[config.mk]
export PLATFORM = sky130hd
export DESIGN_NAME = mem_data_lane
export DESIGN_NICKNAME = d
export VERILOG_FILES = /design/src/verilog/mem_subsys_pkg.sv /design/src/verilog/mem_data_lane.sv
export SDC_FILE = /design/constraint.sdc
export NUM_CORES = 1
export LEC_CHECK = 0
export ABC_CLOCK_PERIOD_IN_PS = 3400
export BUFFER_PORTS_ARGS = -buffer_cell sky130_fd_sc_hd__clkbuf_2
export CAP_MARGIN = 25
export CORE_AREA = 2 2 131 133
export DETAILED_ROUTE_END_ITERATION = 16
export DIE_AREA = 0 0 133 135
export SYNTH_ARGS = -nofsm -noshare
export SYNTH_HDL_FRONTEND = slang
export SYNTH_SLANG_ARGS = --single-unit
[constraint.sdc]
create_clock -name vclk -period 3.4
set_input_delay 0.68 -clock vclk [all_inputs]
set_output_delay 0.68 -clock vclk [all_outputs]
set_load 0.01 [all_outputs]
[src/verilog/mem_subsys_pkg.sv]
// --------------------------------------------------
// Memory subsystem package
// Geometry constants, access size codes and the
// arbiter favor states shared by the memory blocks.
// --------------------------------------------------

package mem_subsys_pkg;

  // Data and address width of the RV64 core.
  localparam int XLEN = 64;

  // Doubleword count of the single-ported memory.
  localparam int MEM_WORDS = 256;

  // Doubleword index, taken from address bits 10:3.
  localparam int IDX_W = 8;

  // Width of an access, as carried on the size bus.
  // Codes 4 to 7 are illegal and never align.
  typedef enum logic [2:0] {
    BYTE  = 3'd0,  // 8 bits.
    HWORD = 3'd1,  // 16 bits.
    WORD  = 3'd2,  // 32 bits.
    DWORD = 3'd3   // 64 bits.
  } access_size_e;

  // Port that wins the next tie in the arbiter.
  typedef enum logic {
    FAVOR_FETCH = 1'b0,
    FAVOR_DATA  = 1'b1
  } arb_state_e;

endpackage

[src/verilog/mem_data_lane.sv]
// --------------------------------------------------
// Memory data lane unit
// Places store bytes into their lanes with strobes
// and extracts load and fetch results.
// --------------------------------------------------

`timescale 1ns/1ns

module mem_data_lane
  import mem_subsys_pkg::*;
(
  // Store side, from the issue register.
  input  access_size_e      iss_size_i,
  input  logic [XLEN-1:0]   iss_adr_i,
  input  logic [XLEN-1:0]   iss_wdata_i,

  // Load side, from the memory capture stage.
  input  logic [XLEN-1:0]   rd_word_i,      // Raw doubleword.
  input  access_size_e      rd_size_i,
  input  logic [2:0]        rd_off_i,       // Byte offset in the doubleword.
  input  logic              rd_instr_i,
  input  logic              rd_unsigned_i,

  output logic [XLEN-1:0]   lane_wdata_o,
  output logic [7:0]        lane_strb_o,
  output logic [XLEN-1:0]   rd_data_o
);

  logic [7:0]      strb_base;  // Strobes at offset zero.
  logic [XLEN-1:0] rd_shift;   // Addressed byte moved to lane 0.
  logic            sext;       // Sign bit to replicate.

  // Store data moves up to its byte offset.
  assign lane_wdata_o = iss_wdata_i << {iss_adr_i[2:0], 3'b000};

  always_comb begin
    case (iss_size_i)
      BYTE:    strb_base = 8'h01;
      HWORD:   strb_base = 8'h03;
      WORD:    strb_base = 8'h0f;
      DWORD:   strb_base = 8'hff;
      default: strb_base = 8'h00;  // Illegal size writes nothing.
    endcase
  end

  // Lanes past byte 7 fall off the top.
  assign lane_strb_o = strb_base << iss_adr_i[2:0];

  // Zeros fill from the top, which covers the fetch rule past the end.
  assign rd_shift = rd_word_i >> {rd_off_i, 3'b000};

  always_comb begin
    sext = 1'b0;
    if (rd_instr_i) begin
      rd_data_o = {{(XLEN-32){1'b0}}, rd_shift[31:0]};  // Four bytes, zero extended.
    end else begin
      case (rd_size_i)
        BYTE: begin
          sext      = ~rd_unsigned_i & rd_shift[7];
          rd_data_o = {{(XLEN-8){sext}}, rd_shift[7:0]};
        end
        HWORD: begin
          sext      = ~rd_unsigned_i & rd_shift[15];
          rd_data_o = {{(XLEN-16){sext}}, rd_shift[15:0]};
        end
        WORD: begin
          sext      = ~rd_unsigned_i & rd_shift[31];
          rd_data_o = {{(XLEN-32){sext}}, rd_shift[31:0]};
        end
        DWORD:   rd_data_o = rd_shift;  // Full width, nothing to extend.
        default: rd_data_o = '0;
      endcase
    end
  end

endmodule

==> results.sh <==
export IMPL_dp_slack_ns=0.117
export IMPL_nClkBuffers=0
export IMPL_crit_chain="buf_4, buf_4, mux2_1, o2bb2ai_1, nor2_1, a211oi_4, buf_12, a21oi_2, clkbuf_2"
export IMPL_rsz0062_at_grt="no"
export IMPL_cpPeakStageDelay_ns=0.40
export IMPL_dpl_instance_area_sq_um=5720
export IMPL_max_slew_margin_rel_pct=32.5
export IMPL_cap_violations=0
export IMPL_syn_to_final_growth_pct=40.2
export IMPL_max_freq_ghz=0.303
export IMPL_fillCellCount=1803
export IMPL_ys_seq_area_share_pct=0
export IMPL_worstPathRequired_ns=2.72
export IMPL_grt_first_pass_wirelength_mm=27.7
export IMPL_routed_wl_mm=18.4
export IMPL_wire_per_inst_um=17.3
export IMPL_first_global_vias=5064
export IMPL_setup_violations_final=0
export IMPL_design_seq_count=0
export IMPL_p_int_mw=0.361
export IMPL_overflow=0
export IMPL_synth_top_family_by_area="multiplexers"
export IMPL_endpoint_kind="output port"
export IMPL_netlist_area_sq_um=4080
export IMPL_num_rows=47
export IMPL_muxShareOfSynthArea_pct=37.7
export IMPL_worst_slew_pin_slew_ns=1.01
export IMPL_antenna_found_initial=0
export IMPL_fin_crit_sh_pct=97.0
export IMPL_final_area_sq_um=5720
export IMPL_p_leak_nw=2.68
export IMPL_io_buffers=278
export IMPL_drtIter0Drc=286
export IMPL_die_h_um=135
export IMPL_min_path_type="primary input to output port"
export IMPL_grt_usage_pct=18.9
export IMPL_mostFrequentLayoutCells="clkbuf_2 (275), mux2i_1 (70), nand2_1 (70)"
export IMPL_synth_compound_area_share_pct=31.8
export IMPL_hpwl_mm=15.0
export IMPL_ctsHoldBuffers=0
export IMPL_finalMaxSlewViolations=0
export IMPL_instances_no_fill=1062
export IMPL_synthDistinctLibCells=39
export IMPL_vias_per_cell=5.21
export IMPL_drc_errors=0
export IMPL_p_per_area_nw_per_um2=146
export IMPL_setup_ws_ns=0.102
export IMPL_peakVddDrop_mv=0.0633
export IMPL_status="finished clean"
export IMPL_cp_start_kind="primary input"
export IMPL_power_frac_seq_pct=0
export IMPL_via_count=5537
export IMPL_grt_max_degree=74
export IMPL_finalSetupTns_ns=0
export IMPL_ios=339
export IMPL_critPathMaxFanout=32
export IMPL_antennaDiodeCount=0
export IMPL_syn_avg_cell_area_sq_um=6.75
export IMPL_final_common_cell="clkbuf_2"
export IMPL_synthSimpleGateAreaFrac_pct=22.8
export IMPL_hold_viol_final=0
export IMPL_start_util_pct=24.9
export IMPL_drive_gt1_share_pct=46.4
export IMPL_critPathCapture="rd_data_o[32]"
export IMPL_synthAdderAreaFrac_pct=0
export IMPL_first_pass_iters=5
export IMPL_crit_type="primary input to output port"
export IMPL_nets=1047
export IMPL_synth_xor_area_share_pct=0
export IMPL_regArea_sq_um=0
export IMPL_core_area_sq_um=16400
export IMPL_die_w_um=133
export IMPL_total_power_mw=0.835
export IMPL_pwr_share_clk_pct=0
export IMPL_crit_path_frequent_cell="buf_4"
export IMPL_power_switching_mw=0.474
export IMPL_syn_num_nets=808
export IMPL_dp_cells=1062
export IMPL_crit_start="rd_off_i[0]"
export IMPL_syn_inst=605
export IMPL_place_gp_congestion=0.938
export IMPL_slowest_stage="mux2_1"
export IMPL_die_area_sq_um=18000
export IMPL_post_route_min_period_ns=3.30
export IMPL_p_comb_share_pct=100.0
export IMPL_detail_route_antenna_nets=0
export IMPL_yosysWarnings=0
export IMPL_swShare_pct=56.8
export IMPL_arrival_ns=2.62
==> worst min path at each step <==
| stage | startpoint | endpoint | slack (ns) | cells after the start |
|---|---|---|---|---|
| final | rd_word_i[62] | rd_data_o[62] | 1.71 | 4 |
| after floorplan | rd_word_i[56] | rd_data_o[56] | 1.48 | 2 |
| after CTS | rd_word_i[62] | rd_data_o[62] | 1.71 | 4 |
| after detailed placement | rd_word_i[62] | rd_data_o[62] | 1.71 | 4 |
| after global routing | iss_wdata_i[7] | lane_wdata_o[7] | 1.74 | 3 |
| after global placement | iss_wdata_i[7] | lane_wdata_o[7] | 1.71 | 3 |
==> final cells by class <==
class,count,area [sq um],area share [%]
repair buffers,305,1660,29.0
inverters,4,15.0,0.262
well taps,220,275,4.81
multi-input cells,533,3770,65.9
==> what timing repair did <==
action	in CTS	in global routing
setup endpoints to repair	0	5
buffers inserted	0	0
resized for setup	0	1
==> metrics by stage <==
stage          util, %  hold WS [ns]
2_1_floorplan        -          1.48
3_3_place_gp      34.9          1.71
3_5_place_dp      34.9          1.71
4_1_cts           34.9          1.71
5_1_grt           34.9          1.74
6_report          34.9          1.71
==> worst max-delay path: cells and delay by family <==
family          cells  cell delay [ns]
simple gates        1             0.13
mux                 1             0.40
compound gates      3             0.54
buf+inv             4             0.82
==> power groups by stage <==
stage	Clock, mW	Sequential (mW)	Combinational [mW]
4_1_cts	0	0	0.832
3_3_place_gp	0	0	0.827
3_5_place_dp	0	0	0.830
5_1_grt	0	0	0.905
2_1_floorplan	0	0	0.498
6_report	0	0	0.835
==> synth_stat cells <==
cell / number / area (sq um)
nor4_1: 3 / 18.8
mux2_4: 1 / 15.0
nand2_1: 70 / 263
and3_4: 1 / 11.3
o2bb2ai_1: 1 / 8.76
nand2b_1: 11 / 68.8
nand3b_1: 1 / 7.51
and3_1: 1 / 6.26
nor3_1: 4 / 20.0
o31ai_1: 1 / 7.51
buf_4: 1 / 7.51
a21oi_2: 31 / 272
mux4_2: 22 / 495
nor2b_1: 28 / 175
o22ai_1: 24 / 150
a31oi_1: 7 / 43.8
a2111oi_0: 1 / 8.76
o211ai_1: 2 / 15.0
inv_1: 3 / 11.3
a21oi_1: 61 / 305
a32oi_1: 1 / 8.76
clkbuf_1: 44 / 165
buf_1: 12 / 45.0
and2_1: 9 / 56.3
buf_6: 4 / 45.0
inv_2: 1 / 3.75
or2_2: 3 / 18.8
o22a_1: 1 / 8.76
a21o_1: 2 / 15.0
a211oi_1: 26 / 195
mux2_2: 25 / 282
nor2_1: 63 / 236
mux2i_1: 70 / 701
buf_2: 7 / 35.0
o21ai_1: 1 / 5.00
mux2_1: 4 / 45.0
nand3_1: 10 / 50.1
o21ai_0: 47 / 235
a211oi_4: 1 / 20.0
==> layer usage <==
metal | wire, um | vias up | GRT usage (%)
met5 | 0 | - | 0
met4 | 276 | 0 | 2.93
met3 | 1540 | 20 | 2.85
met2 | 9140 | 277 | 34.4
met1 | 7460 | 2536 | 23.9
li1 | - | 2704 | -
==> kinds of logic (layout without fill, tap and decap cells) <==
logic type,Yosys count,count (layout)
AO/OA/AOI/OAI,207,207
buffers and inverters,72,309
multiplexers,122,122
AND/OR/NAND/NOR,204,204
Power figures use the tool's default switching activity.
