`config.mk`:
```
export PLATFORM = sky130hd
export DESIGN_NAME = mem_port_arbiter
export DESIGN_NICKNAME = d
export VERILOG_FILES = /design/src/verilog/mem_subsys_pkg.sv /design/src/verilog/mem_port_arbiter.sv
export SDC_FILE = /design/constraint.sdc
export NUM_CORES = 1
export LEC_CHECK = 0
export BUFFER_PORTS_ARGS = -buffer_cell sky130_fd_sc_hd__buf_2
export CAP_MARGIN = 20
export CORE_MARGIN = 4
export CORE_UTILIZATION = 35
export CTS_CLUSTER_DIAMETER = 120
export DETAILED_ROUTE_END_ITERATION = 8
export GPL_TIMING_DRIVEN = 0
export PLACE_DENSITY = 0.68
export SYNTH_ARGS = -nofsm -noshare
export SYNTH_HDL_FRONTEND = slang
export SYNTH_SLANG_ARGS = --single-unit
```
`constraint.sdc`:
```
create_clock -name clk_i -period 3.97 [get_ports clk_i]
set_input_delay 0.5955 -clock clk_i [delete_from_list [all_inputs] [get_ports clk_i]]
set_output_delay 0.5955 -clock clk_i [all_outputs]
set_load 0.03 [all_outputs]
```
`src/verilog/mem_subsys_pkg.sv`:
```
// --------------------------------------------------
// Memory subsystem package
// Geometry constants, access size codes and the
// arbiter favor states shared by the memory blocks.
// --------------------------------------------------

package mem_subsys_pkg;

  // Data and address width of the RV64 core.
  localparam int XLEN = 64;

  // Doubleword count of the single-ported memory.
  localparam int MEM_WORDS = 256;

  // Doubleword index, taken from address bits 10:3.
  localparam int IDX_W = 8;

  // Width of an access, as carried on the size bus.
  // Codes 4 to 7 are illegal and never align.
  typedef enum logic [2:0] {
    BYTE  = 3'd0,  // 8 bits.
    HWORD = 3'd1,  // 16 bits.
    WORD  = 3'd2,  // 32 bits.
    DWORD = 3'd3   // 64 bits.
  } access_size_e;

  // Port that wins the next tie in the arbiter.
  typedef enum logic {
    FAVOR_FETCH = 1'b0,
    FAVOR_DATA  = 1'b1
  } arb_state_e;

endpackage

```
`src/verilog/mem_port_arbiter.sv`:
```
// --------------------------------------------------
// Memory port arbiter
// Round-robin grant between the fetch and data
// ports into a one-entry issue register.
// --------------------------------------------------

`timescale 1ns/1ns

module mem_port_arbiter
  import mem_subsys_pkg::*;
(
  input  logic              clk_i,
  input  logic              rst_n_i,

  // Fetch port request, held until acknowledged.
  input  logic              fetch_req_i,
  input  logic [XLEN-1:0]   fetch_adr_i,

  // Data port request, held until acknowledged.
  input  logic              data_req_i,
  input  logic              data_we_i,
  input  logic              data_unsigned_i,
  input  access_size_e      data_size_i,
  input  logic [XLEN-1:0]   data_adr_i,
  input  logic [XLEN-1:0]   data_wdata_i,

  // Acknowledges from the memory.
  input  logic              fetch_ack_i,
  input  logic              data_ack_i,

  // Issued access.
  output logic              iss_valid_o,
  output logic              iss_instr_o,
  output logic              iss_we_o,
  output logic              iss_unsigned_o,
  output access_size_e      iss_size_o,
  output logic [XLEN-1:0]   iss_adr_o,
  output logic [XLEN-1:0]   iss_wdata_o
);

  logic       fetch_busy;   // Fetch access in flight.
  logic       data_busy;    // Data access in flight.
  logic       fetch_elig;
  logic       data_elig;
  logic       tie;          // Both ports eligible this cycle.
  logic       grant_fetch;
  logic       grant_data;
  arb_state_e favor;        // Winner of the next tie.

  // A port is eligible only while it has nothing in flight.
  assign fetch_elig = fetch_req_i & ~fetch_busy;
  assign data_elig  = data_req_i & ~data_busy;
  assign tie        = fetch_elig & data_elig;

  always_comb begin
    grant_fetch = fetch_elig & (~data_elig | (favor == FAVOR_FETCH));
    grant_data  = data_elig & ~grant_fetch;
  end

  // Control state.
  always_ff @(posedge clk_i) begin
    if (!rst_n_i) begin
      iss_valid_o <= 1'b0;
      fetch_busy  <= 1'b0;
      data_busy   <= 1'b0;
      favor       <= FAVOR_FETCH;
    end else begin
      iss_valid_o <= grant_fetch | grant_data;

      if (grant_fetch) begin
        fetch_busy <= 1'b1;
      end else if (fetch_ack_i) begin
        fetch_busy <= 1'b0;  // Freed in the ack cycle.
      end

      if (grant_data) begin
        data_busy <= 1'b1;
      end else if (data_ack_i) begin
        data_busy <= 1'b0;
      end

      // The loser of a tie wins the next one.
      if (tie) begin
        favor <= (favor == FAVOR_FETCH) ? FAVOR_DATA : FAVOR_FETCH;
      end
    end
  end

  // Issue payload, loaded only on a grant.
  always_ff @(posedge clk_i) begin
    if (grant_fetch) begin
      iss_instr_o    <= 1'b1;
      iss_we_o       <= 1'b0;        // Fetches never write.
      iss_unsigned_o <= 1'b1;        // Zero extended.
      iss_size_o     <= WORD;        // One 32-bit parcel.
      iss_adr_o      <= fetch_adr_i;
      iss_wdata_o    <= '0;
    end else if (grant_data) begin
      iss_instr_o    <= 1'b0;
      iss_we_o       <= data_we_i;
      iss_unsigned_o <= data_unsigned_i;
      iss_size_o     <= data_size_i;
      iss_adr_o      <= data_adr_i;
      iss_wdata_o    <= data_wdata_i;
    end
  end

endmodule

```
==> results of run 1 <==
## worst max path at each step
stage / slack, ps / startpoint / cells past startpoint / endpoint
global route: 1810 / data_busy$_SDFFE_PN0P_ / 5 / iss_adr_o[16]$_DFFE_PP_
finish: 1970 / data_busy$_SDFFE_PN0P_ / 5 / iss_adr_o[29]$_DFFE_PP_
global placement: 510 / fetch_req_i / 5 / iss_adr_o[14]$_DFFE_PP_
detailed placement: 1670 / data_req_i / 6 / iss_adr_o[12]$_DFFE_PP_
floorplan: 1340 / fetch_req_i / 4 / iss_adr_o[0]$_DFFE_PP_
CTS: 1930 / data_busy$_SDFFE_PN0P_ / 5 / iss_adr_o[19]$_DFFE_PP_
## kinds of logic after synthesis
logic type / after synthesis / synth area share
flip-flops: 138 / 0.649
buffers and inverters: 28 / 0.0300
AND/OR/NAND/NOR: 83 / 0.0663
multiplexers: 64 / 0.157
AO/OA/AOI/OAI: 75 / 0.0983
## through the flow
step / hold slack (ps) / setup slack [ps]
finish: 397 / 1970
floorplan: 456 / 1340
CTS: 375 / 1930
global route: 372 / 1810
detailed placement: 437 / 1670
global placement: 428 / 509
## registers in the layout, summed over array words and instances (netlist names)
signal,cells
iss_instr_o,1
iss_size_o,3
data_busy,1
iss_wdata_o,64
favor,1
iss_valid_o,1
iss_adr_o,64
fetch_busy,1
iss_we_o,1
iss_unsigned_o,1
## cell usage in the layout, fill, tap and decap left out, types with 2 or more instances in the layout
cell / synthesis / final
buf_2: 18 / 355
nand2_1: 74 / 74
dfxtp_1: 74 / 74
edfxtp_1: 64 / 64
mux2_2: 37 / 37
a21oi_1: 35 / 35
a22o_1: 32 / 32
mux2_4: 27 / 27
clkbuf_16: 0 / 18
clkbuf_1: 4 / 10
buf_6: 4 / 4
clkinv_2: 0 / 4
nand2b_1: 2 / 2
and2_1: 2 / 2
o21a_1: 2 / 2
clkinv_4: 0 / 2
## routing by layer
layer  GRT usage  up-vias
met1       0.178     1947
met2       0.303      195
li1            -     2113
met5           0        -
met4      0.0490        2
met3      0.0768       13
## report_power, final
| group | switching [W] | internal [W] | leakage [nW] | total (W) |
|---|---|---|---|---|
| combinational | 0.000549 | 0.000320 | 2.24 | 0.000869 |
| clock | 0.000564 | 0.000850 | 0.260 | 0.00141 |
| sequential | 0.0000552 | 0.00166 | 1.25 | 0.00172 |
| total | 0.00117 | 0.00283 | 3.75 | 0.00400 |
## final cells by class
class                   count  area, sq um  area share
flip-flops and latches    138         3400       0.441
repair buffers            338         1710       0.221
multi-input cells         222         1690       0.218
clock buffers              25          487      0.0631
well taps                 184          230      0.0298
plain buffers              26          150      0.0195
clock inverters             7         45.0     0.00584
inverters                   2         7.51    0.000973
## worst max-delay path, delay by kind of cell, from the launching register on
kind / cells / cell delay (ps)
simple gates: 2 / 350
flops: 1 / 330
buf+inv: 3 / 970
==> results.md, run 1 <==
- Status: finished clean
- Placed instance area: 7180 sq um
- Vias: 4270
- Relative slew slack: 0.526
- Crit-path max FO: 34
- Post-synth ARST share: 0
- Pin slew with the least headroom to its limit: 710 ps
- Leakage Power: 3.75 nW
- Detailed Place HPWL: 12.1 mm
- Arrival time worst endpoint: 2090 ps
- Clock transition at the registers of the reported paths: 50 ps
- Largest net degree at the start of global routing: 35
- # IOs: 338
- RR Startpoint: data_busy$_SDFFE_PN0P_
- Post-Synthesis Cells: 388
- RR Endpoint: iss_adr_o[29]$_DFFE_PP_
- Final GP Congestion: 0.761
- First-pass GRT wire length: 21.6 mm
- Worst min-delay path class: input pin to flip-flop
- Post-CTS Repair Setup Buffers: 0
- Synth area leaders: edfxtp_1 37%, dfxtp_1 28%, mux2_2 7.9%
- Cell Rows: 44
- Clock Tree Buf Depth: 2
- Hold path depth: 2
- Top cells by count, synth: 74 x dfxtp_1, 74 x nand2_1, 64 x edfxtp_1
- Min-delay src: data_wdata_i[23]
- Max rail drop VDD: 0.297 mV
- Dpl cells: 910
- Drt initial violations: 178
- Area leader, netlist: edfxtp_1
- CP Launch Type: flip-flop
- R2R depth: 5
- Post-synthesis sequential area ratio: 0.649
- Remaining antenna violation count after routing: 0
- DR WL/cell: 16.2 um
- Detailed Routing Iterations Pass 1: 4
- #FFs+latches synth: 138
- M1 wire length: 5.57 mm
- Fillers: 1353
- Max-cap viol count: 0
- Vias in the first global route: 4270
- # resized after CTS: 0
- Die height: 130 um
- RSZ-0062 raised after global routing: no
- Initial antenna violation count: 1
- Fin area: 7710 sq um
- Grt total ovfl: 0
- Final Skew: 7.60 ps
- Htree depth: 4
- Setup TNS: 0 ps
- Ys flop type: dfxtp_1
- Final Hold Fails: 0
- Post-Route WL: 15.3 mm
- Worst Hold Endpoint: iss_wdata_o[23]$_SDFFE_PP0P_
- Routed met2 length: 7.85 mm
- Reg-to-reg slack, setup: 1970 ps
- Die width: 130 um
- Cell Pwr Density: 519 nW/um^2
- CP Class: flip-flop to flip-flop
- Met3 WL: 1.68 mm
- Port Buffers: 337
- Initial core utilization: 0.360
- Sink Count: 138
- Number of synthesis warnings: 0
- Synthesized area: 5250 sq um
- Die area: 17000 sq um
- Final nets: 948
- Crit. End Element: flip-flop
- Residual DRC: 0
- Crit-path max cell delay: 520 ps
- CP required: 4060 ps
- Vias/cell: 4.53
- Core ar.: 14600 sq um
- Post-synth EDFFs: 64
- Minimum clock period: 2000 ps
- Max layer used: met5
- GRT Total Usage: 0.169
- Syn avg cell area: 13.5 sq um
- Hold Buf Count CTS: 0
- Post-layout util: 0.529
- Tot Pwr: 0.00400 W
- Clock Latency Late Sink: 410 ps
- CTS tree: yes
- Synth unique cells: 25
- Fin cells: 942
- Crit-path slowest cell: inv_2
- CP Cell Sequence: nand2b_1, and2_1, buf_2, inv_2, buf_12
- Root Driver: clkbuf_16
- Final Max Slew Viols: 0
- Share of cells above drive strength 1: 0.599
- # diodes: 0
- Post-synthesis net count: 591
- Layout Area Growth over Synthesis: 47.1%
- Final setup viols: 0
- Top-area cell type share of the netlist area: 0.366
- Fmax: 500 MHz
- Period utilisation layout: 0.503
- Num CTS Buffers: 17
Power figures use the tool's default switching activity.
==> inputs of run 2 (changes only) <==
- ABC_AREA: not set -> 1
- PLACE_DENSITY: 0.68 -> 0.67
- clock period: 3.97 -> 1.96 ns (I/O delays scaled with it)
==> results.md, run 2 <==
- Status: finished clean
- Post-synthesis net count: 859 (+45%)
- Post-synth ARST share: 0 (unchanged)
- Port Buffers: 337 (unchanged)
- Vias in the first global route: 5329 (+25%)
- Drt initial violations: 217 (+22%)
- Synth unique cells: 15 (-40%)
- Worst min-delay path class: input pin to flip-flop
- Crit-path max FO: 65 (+91%)
- Sink Count: 138 (unchanged)
- Core ar.: 15400 sq um (+5.7%)
- Initial core utilization: 0.363 (+0.00317)
- Clock Latency Late Sink: 410 ps (about the same)
- Dpl cells: 1204 (+32%)
- Buf/Inv on CP: 4 (+1)
- First-pass GRT wire length: 27.8 mm (+28%)
- Num CTS Buffers: 17 (unchanged)
- Root Driver: clkbuf_16
- CTS tree: yes
- Final Skew: 6.16 ps (-1.44 ps)
- Period utilisation layout: 0.801 (+0.298)
- Post-synthesis xor/xnor area fraction: 0 (unchanged)
- Die area: 18100 sq um (+6.3%)
- Top-area cell type share of the netlist area: 0.343 (-0.0229)
- Post-Synthesis Cells: 656 (+69%)
- CP Class: flip-flop to flip-flop
- Htree depth: 4 (unchanged)
- Grt total ovfl: 0 (unchanged)
- Cell Pwr Density: 1080 nW/um^2 (+110%)
- Main combinational cell family by area after synthesis: simple AND/OR/NAND/NOR gates
- Final GP Congestion: 0.796 (+4.5%)
- Final Max Slew Viols: 0 (unchanged)
- Compound-Gate Fraction of Synth Area: 0.00268 (-0.0956)
- Pin slew with the least headroom to its limit: 520 ps (-190 ps)
- Area leader, netlist: edfxtp_1
- Detailed Place HPWL: 14.2 mm (+18%)
- Max rail drop VDD: 0.558 mV (+88%)
- Max-cap viol count: 0 (unchanged)
- Adder-Cell Fraction of Synth Area: 0 (unchanged)
- CP Launch Type: flip-flop
- CP required: 2320 ps (-1740 ps)
- Worst slack at placement: 35.8 ps (-1630 ps)
- Most instantiated library cell after synthesis: nand2_1
- Biggest regs: iss_adr_o (64), iss_wdata_o (64), iss_size_o (3)
- Crit. End Element: flip-flop
- CP Cell Sequence: inv_2, nand2_2, nand2_8, inv_2, buf_6, buf_6, nand2_1, nand2_1
- # diodes: 0 (unchanged)
- RSZ-0062 raised after global routing: no
- Clock transition at the registers of the reported paths: 60 ps (about the same)
- Setup ws final: 390 ps (-1580 ps)
- Arrival time worst endpoint: 1930 ps (-160 ps)
- Remaining antenna violation count after routing: 0 (unchanged)
- Vias/cell: 4.52 (-0.19%)
- Setup TNS: 0 ps (unchanged)
- Detailed Routing Iterations Pass 1: 4 (unchanged)
- # IOs: 338 (unchanged)
- Initial antenna violation count: 0 (-1)
- Hold Buf Count CTS: 0 (unchanged)
- Minimum clock period: 1570 ps (-428 ps)
- Crit-path slowest cell: nand2_8
- Most common cell after layout, fill and taps aside: buf_2
- Leakage Power: 4.59 nW (+22%)
- #FFs+latches synth: 138 (unchanged)
- Fmax: 637 MHz (+27%)
- Post-Route WL: 18.6 mm (+22%)
- Number of synthesis warnings: 0 (unchanged)
- Clock Tree Buf Depth: 2 (unchanged)
- Share of cells above drive strength 1: 0.404 (-0.195)
- Fin cells: 1236 (+31%)
- Largest net degree at the start of global routing: 66 (+89%)
- Most frequent cells in the layout: 366 x buf_2, 317 x nand2_1, 111 x nand3_1
- Post-synth EDFFs: 64 (unchanged)
- Ys flop type: dfxtp_1
- Placed instance area: 7550 sq um (+5.2%)
- GRT Total Usage: 0.198 (+0.0293)
- Post-synthesis sequential area ratio: 0.608 (-0.0406)
- Simple-Gate Fraction of Synth Area: 0.320 (+0.254)
- Die width: 134 um (+3.1%)
- Synth area leaders: edfxtp_1 34%, dfxtp_1 26%, nand2_1 21%
- Syn avg cell area: 8.53 sq um (-37%)
- DR WL/cell: 15.1 um (-7.2%)
- Cell Rows: 45 (+2.3%)
- Delay-heaviest family, CP: simple AND/OR/NAND/NOR gates
- Synthesized area: 5600 sq um (+6.7%)
- Relative slew slack: 0.653 (+0.127)
- # resized after CTS: 0 (unchanged)
- Residual DRC: 0 (unchanged)
- Fin area: 8190 sq um (+6.2%)
- Layout Area Growth over Synthesis: 46.4%
- Top cells by count, synth: 318 x nand2_1, 111 x nand3_1, 74 x dfxtp_1
- Final nets: 1215 (+28%)
- Final setup viols: 0 (unchanged)
- Multiplexer area fraction after synthesis: 0 (-0.157)
- Post-layout util: 0.531 (+0.00233)
- Vias: 5592 (+31%)
- Post-CTS Repair Setup Buffers: 0 (unchanged)
- Crit-path max cell delay: 330 ps (-190 ps)
- Die height: 134 um (+3.1%)
- Final Hold Fails: 0 (unchanged)
-- run 2: cell types whose count changed after synthesis, sizes merged, moves of 32 or more --
cell	before	now
nand3	1	111
mux2	64	0
nand2	74	320
a22o	32	0
inv	2	35
a21oi	36	2
-- run 2: per-stage QoR --
stage / hold WS, ps / power [W]
2_1_floorplan: 415 / 0.00474
3_3_place_gp: 432 / 0.00543
3_5_place_dp: 434 / 0.00545
4_1_cts: 68.4 / 0.00891
5_1_grt: 76.5 / 0.00919
6_report: 92.3 / 0.00882
-- run 2: kinds of logic (layout without fill, tap and decap cells) --
logic type             Yosys count  count (layout)
buffers and inverters           77             446
AOI/OAI and AO/OA                3               3
and+or+nand+nor                438             438
DFF                            138             138
-- run 2: report_power, final --
part	internal, W	switching, W	total, W
Combinational	0.000575	0.00130	0.00187
Sequential	0.00339	0.000114	0.00350
Clock	0.00223	0.00121	0.00344
-- run 2: layout make-up --
class / count / area [sq um]
Sequential cell: 138 / 3400
Fill cell: 1523 / 7230
Clock inverter: 15 / 205
Timing Repair Buffer: 337 / 1690
Buffer: 42 / 254
Tap cell: 211 / 264
Clock buffer: 17 / 425
Multi-Input combinational cell: 441 / 1820
Inverter: 35 / 131
-- run 2: metal layers --
| layer | part of all wire | GRT usage | wire (um) |
|---|---|---|---|
| met1 | 0.38 | 0.220 | 7120 |
| met5 | 0 | 0 | 0 |
| met4 | 0.028 | 0.0843 | 526 |
| met3 | 0.099 | 0.0734 | 1840 |
| met2 | 0.49 | 0.342 | 9130 |
-- run 2: final timing paths --
path | cells after the start | to | slack, ps | startpoint
min | 3 | iss_wdata_o[48]$_SDFFE_PP0P_ | 90 | data_wdata_i[48]
max | 8 | iss_wdata_o[15]$_SDFFE_PP0P_ | 390 | data_busy$_SDFFE_PN0P_
max reg2reg | 8 | iss_wdata_o[15]$_SDFFE_PP0P_ | 390 | data_busy$_SDFFE_PN0P_
min reg2reg | 2 | iss_wdata_o[29]$_SDFFE_PP0P_ | 450 | iss_wdata_o[29]$_SDFFE_PP0P_
-- run 2: worst min-delay path, stage by stage --
cell and delay [ps]:
buf_2 70, nand3_1 60, nand2_1 50
==> inputs of run 3 (changes only) <==
- clock period: 1.96 -> 1.65 ns (I/O delays scaled with it)
==> results.md, run 3 (synthesis results as in run 2) <==
- Status: finished clean
- RSZ-0062 raised after global routing: no
- Residual DRC: 0 (unchanged)
- Layout Area Growth over Synthesis: 45.2%
- Vias: 5515 (-1.4%)
- # diodes: 0 (unchanged)
- Worst slack at placement: -191 ps (-227 ps)
- Final hold slack: 54.9 ps (-37.4 ps)
- Vias in the first global route: 5354 (+0.47%)
- Cell Rows: 45 (unchanged)
- Detailed Routing Iterations Pass 1: 7 (+3)
- Crit-path slowest cell: nand2_8
- Max layer used: met4
- CTS tree: yes
- Detailed Place HPWL: 13.6 mm (-4.3%)
- Port Buffers: 337 (unchanged)
- CP required: 1940 ps (-380 ps)
- Setup ws final: 184 ps (-206 ps)
- CP Launch Type: flip-flop
- Most common cell after layout, fill and taps aside: buf_2
- CP Class: flip-flop to flip-flop
- Remaining antenna violation count after routing: 0 (unchanged)
- Crit-path max FO: 33 (-49%)
- Final Skew: 7.45 ps (+1.29 ps)
- Drt initial violations: 255 (+18%)
- Delay-heaviest family, CP: simple AND/OR/NAND/NOR gates
- Post-CTS Repair Setup Buffers: 0 (unchanged)
- M1 wire length: 7.07 mm (-0.67%)
- Final Hold Fails: 0 (unchanged)
- Post-Route WL: 18.2 mm (-2.3%)
- Arrival time worst endpoint: 1760 ps (-170 ps)
- Die area: 18100 sq um (unchanged)
- Sink Count: 138 (unchanged)
- Most frequent cells in the layout: 366 x buf_2, 316 x nand2_1, 111 x nand3_1
- Pin slew with the least headroom to its limit: 455 ps (-64.9 ps)
- Minimum clock period: 1470 ps (-104 ps)
- Crit-path max cell delay: 310 ps (-20 ps)
- Fmax: 682 MHz (+7.1%)
- Grt total ovfl: 0 (unchanged)
- Root Driver: clkbuf_16
- Placed instance area: 7550 sq um (unchanged)
- Share of cells above drive strength 1: 0.406 (+0.00235)
- Initial antenna violation count: 0 (unchanged)
- Clock transition at the registers of the reported paths: 60 ps (about the same)
- Num CTS Buffers: 17 (unchanged)
- Final nets: 1216 (+0.082%)
- Max-cap viol count: 0 (unchanged)
- Cell Pwr Density: 1220 nW/um^2 (+13%)
- Worst min-delay path class: input pin to flip-flop
- Leakage Power: 4.57 nW (-0.49%)
- Relative slew slack: 0.696 (+0.0433)
- Routed met2 length: 8.65 mm (-5.2%)
- Final GP Congestion: 0.815 (+2.4%)
- Vias/cell: 4.47 (-1.3%)
- Setup TNS: 0 ps (unchanged)
- Core ar.: 15400 sq um (unchanged)
- Tot Pwr: 0.00992 W (+13%)
- First-pass GRT wire length: 27.3 mm (-1.6%)
- Buf/Inv on CP: 4 (unchanged)
- Period utilisation layout: 0.889 (+0.0877)
- Max rail drop VDD: 0.821 mV (+47%)
- Clock Latency Late Sink: 410 ps (about the same)
- Fin area: 8130 sq um (-0.84%)
- # IOs: 338 (unchanged)
- Final setup viols: 0 (unchanged)
- CP Cell Sequence: inv_2, nand2_2, nand2_8, inv_2, buf_6, buf_6, nand2_1, nand2_1
- Biggest regs: iss_adr_o (64), iss_wdata_o (64), iss_size_o (3)
- Die width: 134 um (unchanged)
- Met3 WL: 2.02 mm (+10%)
- Final Max Slew Viols: 0 (unchanged)
- DR WL/cell: 14.7 um (-2.2%)
- Clock Tree Buf Depth: 2 (unchanged)
- GRT Total Usage: 0.192 (-0.00560)
- Initial core utilization: 0.363 (unchanged)
- Largest net degree at the start of global routing: 66 (unchanged)
- Htree depth: 4 (unchanged)
- Die height: 134 um (unchanged)
- Crit. End Element: flip-flop
[run 3: cell count changes in the layout (fill, tap and decap cells not counted), sizes merged]
cell      before  now
clkbuf        19   24
bufinv         5    1
clkinv         8    4
inv           35   37
clkinvlp       2    1
nand2        320  321
[run 3: final cells by class]
class / instances / area, sq um
Timing Repair Buffer: 337 / 1690
Clock buffer: 22 / 478
Clock inverter: 8 / 70.1
Fill cell: 1536 / 7300
Tap cell: 211 / 264
Multi-Input combinational cell: 442 / 1840
Sequential cell: 138 / 3400
Buffer: 42 / 254
Inverter: 35 / 131
[run 3: where the power goes]
part           switching (W)  total, W  internal [W]  leakage, nW
Sequential          0.000132   0.00415       0.00402         1.26
Combinational        0.00154   0.00223      0.000685         3.03
Clock                0.00136   0.00354       0.00218        0.276
Total                0.00303   0.00992       0.00689         4.57
[run 3: per-stage QoR]
step / util / cells
3_5_place_dp: 0.490 / 1204
5_1_grt: 0.527 / 1235
6_report: 0.527 / 1235
2_1_floorplan: - / 656
4_1_cts: 0.526 / 1234
3_3_place_gp: 0.490 / 1204
[run 3: path summary, 6_finish.rpt]
kind	slack, ps	to	depth (start not counted)	start
setup / recovery	180	iss_wdata_o[11]$_SDFFE_PP0P_	8	data_busy$_SDFFE_PN0P_
hold / removal	50	iss_wdata_o[33]$_SDFFE_PP0P_	3	data_wdata_i[33]
setup reg to reg	180	iss_wdata_o[11]$_SDFFE_PP0P_	8	data_busy$_SDFFE_PN0P_
hold reg to reg	450	iss_wdata_o[2]$_SDFFE_PP0P_	2	iss_wdata_o[2]$_SDFFE_PP0P_
[run 3: metal layers]
layer,global-route usage,vias up
met5,0,-
met4,0.0696,0
met3,0.0738,30
met2,0.329,265
met1,0.220,2410
li1,-,2810
[run 3: tightest hold or removal path, stage by stage]
cell and delay [ps]:
buf_2 70, nand3_1 60, nand2_1 50
[run 3: what timing repair did]
action                                  4_1_cts  5_1_grt
hold buffers                                  0        0
endpoints found under the setup margin       47       40
endpoints found under the hold margin         0        0
gates resized for setup                       1        1
pin swaps                                     0        1
cloned                                        0        1
